--- src/smc_pkg.sv ---
/* Static memory controller package
   AHB-lite encodings, interface FSM states and fixed timing/width constants */

package smc_pkg;

  // ----------------------------------------------------------
  // Widths
  // ----------------------------------------------------------
  localparam int unsigned ADDR_W = 32;  // AHB and EMI address
  localparam int unsigned DATA_W = 32;  // AHB and EMI data
  localparam int unsigned BE_W   = DATA_W / 8;  // Byte lanes

  // ----------------------------------------------------------
  // Access timing, in hclk cycles
  // ----------------------------------------------------------
  localparam int unsigned T_STROBE  = 3;             // Strobe cycles per access
  localparam int unsigned T_ACCESS  = T_STROBE + 2;  // Setup + strobes + hold
  localparam int unsigned STB_CNT_W = $clog2(T_STROBE + 1);

  // AHB transfer type
  typedef enum logic [1:0] {
    IDLE   = 2'b00,
    BUSY   = 2'b01,
    NONSEQ = 2'b10,
    SEQ    = 2'b11  // Handled as single transfer
  } htrans_e;

  // AHB transfer size
  typedef enum logic [2:0] {
    BYTE    = 3'b000,
    HALF    = 3'b001,
    WORD    = 3'b010,
    DWORD   = 3'b011,  // Wider than the bus, illegal here
    LINE4W  = 3'b100,
    LINE8W  = 3'b101,
    LINE16W = 3'b110,
    LINE32W = 3'b111
  } hsize_e;

  // AHB-lite response
  typedef enum logic [1:0] {
    OKAY  = 2'b00,
    ERROR = 2'b01
  } hresp_e;

  // External memory interface sequencing
  typedef enum logic [1:0] {
    EMI_IDLE   = 2'b00,
    EMI_SETUP  = 2'b01,  // CS and address out
    EMI_STROBE = 2'b10,  // RD or WR/WE low
    EMI_HOLD   = 2'b11   // Strobes released, AHB completes
  } emi_state_e;

endpackage

--- src/smc_ahb_if.sv ---
/* AHB-lite slave of the static memory controller
   Qualifies address phases, checks alignment, decodes lanes and builds the response */

`timescale 1ns/1ps

module smc_ahb_if import smc_pkg::*; (
  input  logic              hclk,
  input  logic              arst_n,
  input  logic              hsel,        // Slave select
  input  logic [ADDR_W-1:0] haddr,
  input  htrans_e           htrans,
  input  logic              hwrite,
  input  hsize_e            hsize,
  input  logic              hready,      // Muxed bus ready
  input  logic              done,        // Hold cycle of the EMI access
  input  logic [DATA_W-1:0] rd_data,
  output logic              start,       // Kicks the EMI FSM
  output logic              acc_write,
  output logic [ADDR_W-1:0] acc_addr,
  output logic [BE_W-1:0]   acc_n_be,    // Active-low lanes
  output logic [DATA_W-1:0] smc_hrdata,
  output logic              smc_hready,
  output hresp_e            smc_hresp,
  output logic              smc_valid    // Legal transfer taken
);

  logic accept;    // Address phase taken this edge
  logic legal;     // Size/alignment ok
  logic pend_q;    // EMI access outstanding
  logic start_q;
  logic err1_q;    // First ERROR cycle, hready low
  logic err2_q;    // Second ERROR cycle, hready high

  // Alignment check against transfer size
  function automatic logic legal_xfer(input logic [1:0] a, input hsize_e sz);
    case (sz)
      BYTE:    legal_xfer = 1'b1;
      HALF:    legal_xfer = ~a[0];
      WORD:    legal_xfer = (a == 2'b00);
      default: legal_xfer = 1'b0;  // Wider than a word
    endcase
  endfunction

  // Little-endian lane decode, active low
  function automatic logic [BE_W-1:0] lane_n_be(input logic [1:0] a, input hsize_e sz);
    case (sz)
      BYTE:    lane_n_be = ~(BE_W'(1) << a);
      HALF:    lane_n_be = ~(BE_W'(3) << a);
      default: lane_n_be = '0;  // All four lanes
    endcase
  endfunction

  assign accept = hsel && (htrans == NONSEQ || htrans == SEQ) && hready;
  assign legal  = legal_xfer(haddr[1:0], hsize);

  // ----------------------------------------------------------
  // Transfer capture and start pulse
  // ----------------------------------------------------------
  always_ff @(posedge hclk or negedge arst_n) begin
    if (!arst_n) begin
      pend_q    <= 1'b0;
      start_q   <= 1'b0;
      acc_write <= 1'b0;
      acc_n_be  <= '1;
    end else begin
      start_q <= accept && legal;  // One cycle, lands on setup
      if (accept && legal) begin
        pend_q    <= 1'b1;
        acc_write <= hwrite;
        acc_n_be  <= lane_n_be(haddr[1:0], hsize);
      end else if (done) begin
        pend_q   <= 1'b0;
        acc_n_be <= '1;  // Lanes idle between accesses
      end
    end
  end

  // Transfer address, held for the whole access
  always_ff @(posedge hclk) begin
    if (accept && legal) begin
      acc_addr <= haddr;
    end
  end

  // ----------------------------------------------------------
  // Two-cycle ERROR response
  // ----------------------------------------------------------
  always_ff @(posedge hclk or negedge arst_n) begin
    if (!arst_n) begin
      err1_q <= 1'b0;
      err2_q <= 1'b0;
    end else begin
      err1_q <= accept && !legal;
      err2_q <= err1_q;
    end
  end

  assign start      = start_q;
  assign smc_valid  = start_q;                             // Same cycle as setup
  assign smc_hready = !(pend_q && !done) && !err1_q;      // Low until hold
  assign smc_hresp  = (err1_q || err2_q) ? ERROR : OKAY;
  assign smc_hrdata = rd_data;                             // Valid from hold

  // Second ERROR cycle must follow the first
  a_err_two_cycle : assert property (@(posedge hclk) disable iff (!arst_n)
    (smc_hresp == ERROR && smc_hready) |-> $past(smc_hresp == ERROR));

  // No new access until the EMI reports done
  a_start_idle : assert property (@(posedge hclk) disable iff (!arst_n)
    start |-> $past(!pend_q || done));

endmodule

--- src/smc_emi_fsm.sv ---
/* External memory interface sequencer
   Drives chip select, strobes, write data and read capture for one access */

`timescale 1ns/1ps

module smc_emi_fsm import smc_pkg::*; (
  input  logic              hclk,
  input  logic              arst_n,
  input  logic              start,         // Setup cycle of a new access
  input  logic              acc_write,
  input  logic [ADDR_W-1:0] acc_addr,
  input  logic [BE_W-1:0]   acc_n_be,
  input  logic [DATA_W-1:0] hwdata,        // AHB write data, first data cycle
  input  logic [DATA_W-1:0] data_smc,      // Device read data
  output logic              done,          // Hold cycle
  output logic [DATA_W-1:0] rd_data,
  output logic [ADDR_W-1:0] smc_addr,
  output logic [DATA_W-1:0] smc_data,
  output logic [BE_W-1:0]   smc_n_be,
  output logic              smc_n_cs,
  output logic [BE_W-1:0]   smc_n_we,      // Per-lane write strobes
  output logic              smc_n_wr,
  output logic              smc_n_rd,
  output logic              smc_n_ext_oe,  // Write data drive enable
  output logic              smc_busy
);

  emi_state_e             state_q;   // Registered state
  emi_state_e             state;     // Current state, setup included
  emi_state_e             state_d;
  logic [STB_CNT_W-1:0]   cnt_q;     // Strobe cycle count
  logic                   last_stb;
  logic                   n_rd_q;
  logic                   n_wr_q;
  logic [BE_W-1:0]        n_we_q;
  logic                   n_ext_oe_q;
  logic [DATA_W-1:0]      wdata_q;
  logic [DATA_W-1:0]      rdata_q;

  // Setup overlaps the start pulse, state_q is idle then
  assign state    = start ? EMI_SETUP : state_q;
  assign last_stb = (state == EMI_STROBE) && (cnt_q == STB_CNT_W'(T_STROBE - 1));

  // ----------------------------------------------------------
  // Next state
  // ----------------------------------------------------------
  always_comb begin
    state_d = state;
    case (state)
      EMI_SETUP:  state_d = EMI_STROBE;
      EMI_STROBE: begin
        if (last_stb) begin
          state_d = EMI_HOLD;
        end
      end
      EMI_HOLD:   state_d = EMI_IDLE;
      default:    state_d = EMI_IDLE;
    endcase
  end

  always_ff @(posedge hclk or negedge arst_n) begin
    if (!arst_n) begin
      state_q <= EMI_IDLE;
      cnt_q   <= '0;
    end else begin
      state_q <= state_d;
      if (state == EMI_STROBE && !last_stb) begin
        cnt_q <= cnt_q + 1'b1;
      end else begin
        cnt_q <= '0;  // Ready for next access
      end
    end
  end

  // ----------------------------------------------------------
  // Strobes, registered from next state
  // ----------------------------------------------------------
  always_ff @(posedge hclk or negedge arst_n) begin
    if (!arst_n) begin
      n_rd_q     <= 1'b1;
      n_wr_q     <= 1'b1;
      n_we_q     <= '1;
      n_ext_oe_q <= 1'b1;
    end else begin
      n_rd_q     <= !(state_d == EMI_STROBE && !acc_write);
      n_wr_q     <= !(state_d == EMI_STROBE && acc_write);
      n_we_q     <= (state_d == EMI_STROBE && acc_write) ? acc_n_be : '1;
      // Drive bus through strobe and hold of a write
      n_ext_oe_q <= !(acc_write && (state_d == EMI_STROBE || state_d == EMI_HOLD));
    end
  end

  // Write data at end of setup, read data at end of last strobe
  always_ff @(posedge hclk) begin
    if (state == EMI_SETUP && acc_write) begin
      wdata_q <= hwdata;
    end
    if (last_stb && !acc_write) begin
      rdata_q <= data_smc;
    end
  end

  assign done         = (state_q == EMI_HOLD);
  assign rd_data      = rdata_q;
  assign smc_addr     = acc_addr;   // Held from setup through hold
  assign smc_n_be     = acc_n_be;   // All ones between accesses
  assign smc_data     = wdata_q;
  assign smc_n_cs     = (state == EMI_IDLE);
  assign smc_n_rd     = n_rd_q;
  assign smc_n_wr     = n_wr_q;
  assign smc_n_we     = n_we_q;
  assign smc_n_ext_oe = n_ext_oe_q;
  assign smc_busy     = (state != EMI_IDLE);

  // Read and write strobes are exclusive
  a_rd_wr_excl : assert property (@(posedge hclk) disable iff (!arst_n)
    !(!smc_n_rd && !smc_n_wr));

  // Any strobe only inside chip select
  a_stb_in_cs : assert property (@(posedge hclk) disable iff (!arst_n)
    (!smc_n_rd || !smc_n_wr || smc_n_we != '1) |-> !smc_n_cs);

endmodule

--- src/smc_lite.sv ---
/* Static memory controller core
   Joins the AHB slave to the external interface sequencer */

`timescale 1ns/1ps

module smc_lite import smc_pkg::*; (
  input  logic              hclk,
  input  logic              arst_n,
  // AHB slave side
  input  logic              hsel,
  input  logic [ADDR_W-1:0] haddr,
  input  htrans_e           htrans,
  input  logic              hwrite,
  input  hsize_e            hsize,
  input  logic [DATA_W-1:0] hwdata,
  input  logic              hready,
  output logic [DATA_W-1:0] smc_hrdata,
  output logic              smc_hready,
  output hresp_e            smc_hresp,
  output logic              smc_valid,
  // External memory side
  output logic [ADDR_W-1:0] smc_addr,
  output logic [DATA_W-1:0] smc_data,
  input  logic [DATA_W-1:0] data_smc,
  output logic [BE_W-1:0]   smc_n_be,
  output logic              smc_n_cs,
  output logic [BE_W-1:0]   smc_n_we,
  output logic              smc_n_wr,
  output logic              smc_n_rd,
  output logic              smc_n_ext_oe,
  output logic              smc_busy
);

  logic              start;      // AHB to EMI, setup cycle
  logic              done;       // EMI to AHB, hold cycle
  logic              acc_write;
  logic [ADDR_W-1:0] acc_addr;
  logic [BE_W-1:0]   acc_n_be;
  logic [DATA_W-1:0] rd_data;

  smc_ahb_if i_smc_ahb_if (
    .hclk       (hclk),
    .arst_n     (arst_n),
    .hsel       (hsel),
    .haddr      (haddr),
    .htrans     (htrans),
    .hwrite     (hwrite),
    .hsize      (hsize),
    .hready     (hready),
    .done       (done),
    .rd_data    (rd_data),
    .start      (start),
    .acc_write  (acc_write),
    .acc_addr   (acc_addr),
    .acc_n_be   (acc_n_be),
    .smc_hrdata (smc_hrdata),
    .smc_hready (smc_hready),
    .smc_hresp  (smc_hresp),
    .smc_valid  (smc_valid)
  );

  smc_emi_fsm i_smc_emi_fsm (
    .hclk         (hclk),
    .arst_n       (arst_n),
    .start        (start),
    .acc_write    (acc_write),
    .acc_addr     (acc_addr),
    .acc_n_be     (acc_n_be),
    .hwdata       (hwdata),     // Sampled at end of setup
    .data_smc     (data_smc),
    .done         (done),
    .rd_data      (rd_data),
    .smc_addr     (smc_addr),
    .smc_data     (smc_data),
    .smc_n_be     (smc_n_be),
    .smc_n_cs     (smc_n_cs),
    .smc_n_we     (smc_n_we),
    .smc_n_wr     (smc_n_wr),
    .smc_n_rd     (smc_n_rd),
    .smc_n_ext_oe (smc_n_ext_oe),
    .smc_busy     (smc_busy)
  );

endmodule

--- src/smc_veneer.sv ---
/* Static memory controller top level */

`timescale 1ns/1ps

module smc_veneer import smc_pkg::*; (
  input  logic              hclk,          // AHB system clock
  input  logic              arst_n,        // Async reset, active low
  // AHB
  input  logic              hsel,
  input  logic [ADDR_W-1:0] haddr,
  input  htrans_e           htrans,
  input  logic              hwrite,
  input  hsize_e            hsize,
  input  logic [DATA_W-1:0] hwdata,
  input  logic              hready,        // Muxed bus ready
  output logic [DATA_W-1:0] smc_hrdata,
  output logic              smc_hready,
  output hresp_e            smc_hresp,
  output logic              smc_valid,
  // External memory interface
  output logic [ADDR_W-1:0] smc_addr,
  output logic [DATA_W-1:0] smc_data,
  input  logic [DATA_W-1:0] data_smc,
  output logic [BE_W-1:0]   smc_n_be,
  output logic              smc_n_cs,
  output logic [BE_W-1:0]   smc_n_we,
  output logic              smc_n_wr,
  output logic              smc_n_rd,
  output logic              smc_n_ext_oe,
  // Status
  output logic              smc_busy
);

  smc_lite i_smc_lite (
    .hclk (hclk), .arst_n (arst_n),
    .hsel (hsel), .haddr (haddr), .htrans (htrans), .hwrite (hwrite),
    .hsize (hsize), .hwdata (hwdata), .hready (hready),
    .smc_hrdata (smc_hrdata), .smc_hready (smc_hready),
    .smc_hresp (smc_hresp), .smc_valid (smc_valid),
    .smc_addr (smc_addr), .smc_data (smc_data), .data_smc (data_smc),
    .smc_n_be (smc_n_be), .smc_n_cs (smc_n_cs), .smc_n_we (smc_n_we),
    .smc_n_wr (smc_n_wr), .smc_n_rd (smc_n_rd), .smc_n_ext_oe (smc_n_ext_oe),
    .smc_busy (smc_busy)
  );

endmodule

--- config.mk ---
export PLATFORM = sky130hd
export DESIGN_NAME = smc_veneer
export DESIGN_NICKNAME = d
export VERILOG_FILES = /design/src/smc_pkg.sv /design/src/smc_ahb_if.sv /design/src/smc_emi_fsm.sv /design/src/smc_lite.sv /design/src/smc_veneer.sv
export SDC_FILE = /design/constraint.sdc
export NUM_CORES = 1
export LEC_CHECK = 0
export BUFFER_PORTS_ARGS = -buffer_cell sky130_fd_sc_hd__clkbuf_2
export CAP_MARGIN = 10
export CORE_AREA = 2 2 120 87
export CTS_CLUSTER_DIAMETER = 30
export CTS_CLUSTER_SIZE = 25
export DETAILED_ROUTE_END_ITERATION = 7
export DIE_AREA = 0 0 122 89
export HOLD_SLACK_MARGIN = 0.02
export PLACE_DENSITY = 0.72
export SETUP_SLACK_MARGIN = 0.3
export SLEW_MARGIN = 15
export SYNTH_ARGS = -nofsm -noshare
export SYNTH_HDL_FRONTEND = slang
export SYNTH_SLANG_ARGS = --single-unit
--- constraint.sdc ---
create_clock -name hclk -period 3.5 [get_ports hclk]
set_clock_uncertainty 0.2 [all_clocks]
set_input_delay 0 -clock hclk [delete_from_list [all_inputs] [get_ports hclk]]
set_output_delay 0 -clock hclk [all_outputs]
set_load 0.03 [all_outputs]
==> out/qor.txt <==
status - complete, no violations
largest net degree at the start of global routing - 33
via count - 2,935
gr ovfl total - 0
post-synthesis mux area share - 0.0170
layout cells sized above 1 - 0.495
Synth Register Bits - 116
final wirelength - 11.2 mm
final instance area - 0.00672 mm^2
initial antenna violation count - 0
GPL Wtd Cong - 0.762
commonest non-fill, non-tap cell in the layout - clkbuf_2
fin crit share - 0.687
worst reg2reg path depth - 6
most frequent cells in the layout - 216 x clkbuf_2, 107 x dlygate4sd3_1, 96 x edfxtp_1
Final Hold Vio Count - 0
Initial Util - 0.399
Slew Viols, Final - 0
crit path capture type - flop
maximum VDD drop - 0.410 mV
synthesized net count - 291
chip height - 89 um
TritonCTS clock tree - yes
postcts setup bufs - 0
post-synthesis compound-gate area fraction - 0.0148
Hold Crit Class - input port to asynchronous set/reset pin
Num CTS Buffers - 17
Syn Std Cell Area - 0.00382 mm^2
worst skew pair latency - 0.40 ns
area share of the largest cell type after synthesis - 0.755
setup TNS - 0 ns
clk buf depth - 2
CP Launch Point - haddr[0]
drt initial violations - 187
CP Launch Type - input port
Ports - 219
DR pass1 iterations - 4
H-Tree Depth - 4
# fillers - 619
Critical Path Fanout Max - 6
hold buffer count at CTS - 107
Simple-Gate Fraction of Synth Area - 0.0420
CTS clock-pin slew for the worst setup and hold paths - 0.06 ns
overall power - 0.00420 W
multi-input logic area - 388 um^2
Mean Syn Cell Area - 21.6 um^2
register area share after synthesis - 0.890
YS warnings - 0
Layout area overhead - 76.0%
Post-DP HPWL - 6.62 mm
number of vias per cell - 4.44
Area after DPL - 0.00507 mm^2
CP arrival - 2.52 ns
max_cap viols - 0
Post-Synth XOR/XNOR Area - 0
Setup violations, final - 0
Post-Synthesis Cells - 177
Die X - 122 um
LEAKAGE - 2.92 nW
Crit path required time - 3.61 ns
first-pass GRT wire length - 15.8 mm
Post-CTS Resized - 0
Max Clock Freq - 416 MHz
unrepaired setup endpoints after global routing - false
Tot GR Track Use - 0.204
# nets final - 635
library cells used by synthesis - 25
full die area - 0.0109 mm^2
vias in the first global route - 3,085
core area - 0.00957 mm^2
Crit Path Class - input port to flop
I/O Buffers - 216
Area contributors post-synth - edfxtp_1 76%, dfstp_2 7.6%, dfrtp_1 5.9%
Pwr Density - 625 mW/mm^2
clock sink total - 116
largest family of logic cells by synthesized area - simple AND/OR/NAND/NOR gates
DR WL/cell - 17.0 um
DRT antenna net count - 0
Cell Rows - 30
Tmin final - 2.40 ns
area leader, netlist - edfxtp_1
drt drc - 0
FF+latch area - 0.00340 mm^2
Root Driver - clkbuf_16
Post-Synth Adder-Cell Area - 0.0262
Antenna diodes - 0
worst r2r src - i_smc_lite.i_smc_emi_fsm.state_q[0]
-- sequential cells by signal, summed over array words and instances (netlist names) --
signal and count:
i_smc_lite.i_smc_emi_fsm.state_q 2, i_smc_lite.i_smc_emi_fsm.smc_n_ext_oe 1, i_smc_lite.i_smc_ahb_if.pend_q 1, i_smc_lite.i_smc_emi_fsm.cnt_q 2, i_smc_lite.i_smc_emi_fsm.rd_data 32, i_smc_lite.i_smc_ahb_if.acc_n_be 4
i_smc_lite.i_smc_ahb_if.err2_q 1, i_smc_lite.i_smc_ahb_if.smc_valid 1, i_smc_lite.i_smc_emi_fsm.smc_n_rd 1, i_smc_lite.i_smc_ahb_if.err1_q 1, i_smc_lite.i_smc_emi_fsm.smc_data 32, i_smc_lite.i_smc_ahb_if.acc_write 1
i_smc_lite.i_smc_emi_fsm.smc_n_wr 1, i_smc_lite.i_smc_ahb_if.acc_addr 32, i_smc_lite.i_smc_emi_fsm.smc_n_we 4
-- synth_stat cells, drive strengths merged --
| cell type | count |
|---|---|
| edfxtp | 96 |
| dfstp | 11 |
| dfrtp | 9 |
| ha | 8 |
| inv | 7 |
| nand2 | 6 |
| nor2 | 6 |
| or3 | 6 |
| a21oi | 5 |
| mux2i | 5 |
| nand2b | 3 |
| or2 | 3 |
| nand3 | 2 |
| a21o | 1 |
| and2 | 1 |
| buf | 1 |
| conb | 1 |
| mux2 | 1 |
| nor2b | 1 |
| nor3 | 1 |
| o21a | 1 |
| o21ai | 1 |
| o22a | 1 |
-- worst max-delay path, cell delays in order --
cell	delay, ns
dlygate4sd3_1	0.54
clkbuf_2	0.15
inv_1	0.11
ha_1	0.16
nor2b_1	0.05
o22a_2	0.23
nor3_4	0.23
dlygate4sd3_1	0.78
mux2i_1	0.27
-- stage by stage --
stage               hold WS (ns)  worst slack [ns]  utilization  instances
floorplan                 -0.496             0.436            -        177
global placement          -0.228              1.46        0.530        523
detailed placement        -0.220              1.43        0.530        523
CTS                       0.0622              1.18        0.702        661
global route               0.102              1.01        0.702        661
finish                    0.0652              1.10        0.702        661
-- cells by family (layout without fill, tap and decap cells) --
kind of cell / count (synthesis) / count (layout)
buffers and inverters: 8 / 364
AOI/OAI and AO/OA: 9 / 9
and+or+nand+nor: 29 / 29
DFF: 116 / 116
other: 1 / 1
muxes: 6 / 6
adders and majority gates: 8 / 8
-- power breakdown --
| part | internal, W | total [W] | switching, W |
|---|---|---|---|
| sequential | 0.00169 | 0.00176 | 0.0000761 |
| combinational | 0.000277 | 0.000754 | 0.000477 |
| clock | 0.00110 | 0.00168 | 0.000578 |
-- per-layer routing --
metal  share of wire  GRT usage
met3            0.10      0.107
met5               0          0
met1            0.34      0.200
met2            0.54      0.375
met4           0.020     0.0669
-- final cells by class --
type,instances,share of cell area
repair buffers,326,0.324
inverters,7,0.00391
well taps,128,0.0238
clock inverters,12,0.0207
clock buffers,19,0.0644
flip-flops and latches,116,0.506
multi-input cells,53,0.0577
-- worst paths after layout --
kind                                                   endpoint  slack [ns]
max in group asynchronous        i_smc_lite.i_smc_ahb_if.pend_q        2.17
min reg2reg                      i_smc_lite.i_smc_ahb_if.err2_q        0.21
min                        i_smc_lite.i_smc_emi_fsm.smc_n_we[2]        0.07
min in group hclk          i_smc_lite.i_smc_emi_fsm.rd_data[12]        0.11
max                         i_smc_lite.i_smc_ahb_if.acc_n_be[0]        1.10
max reg2reg                i_smc_lite.i_smc_emi_fsm.rd_data[21]        1.45
Note: power is estimated with default switching activity, not from simulation.
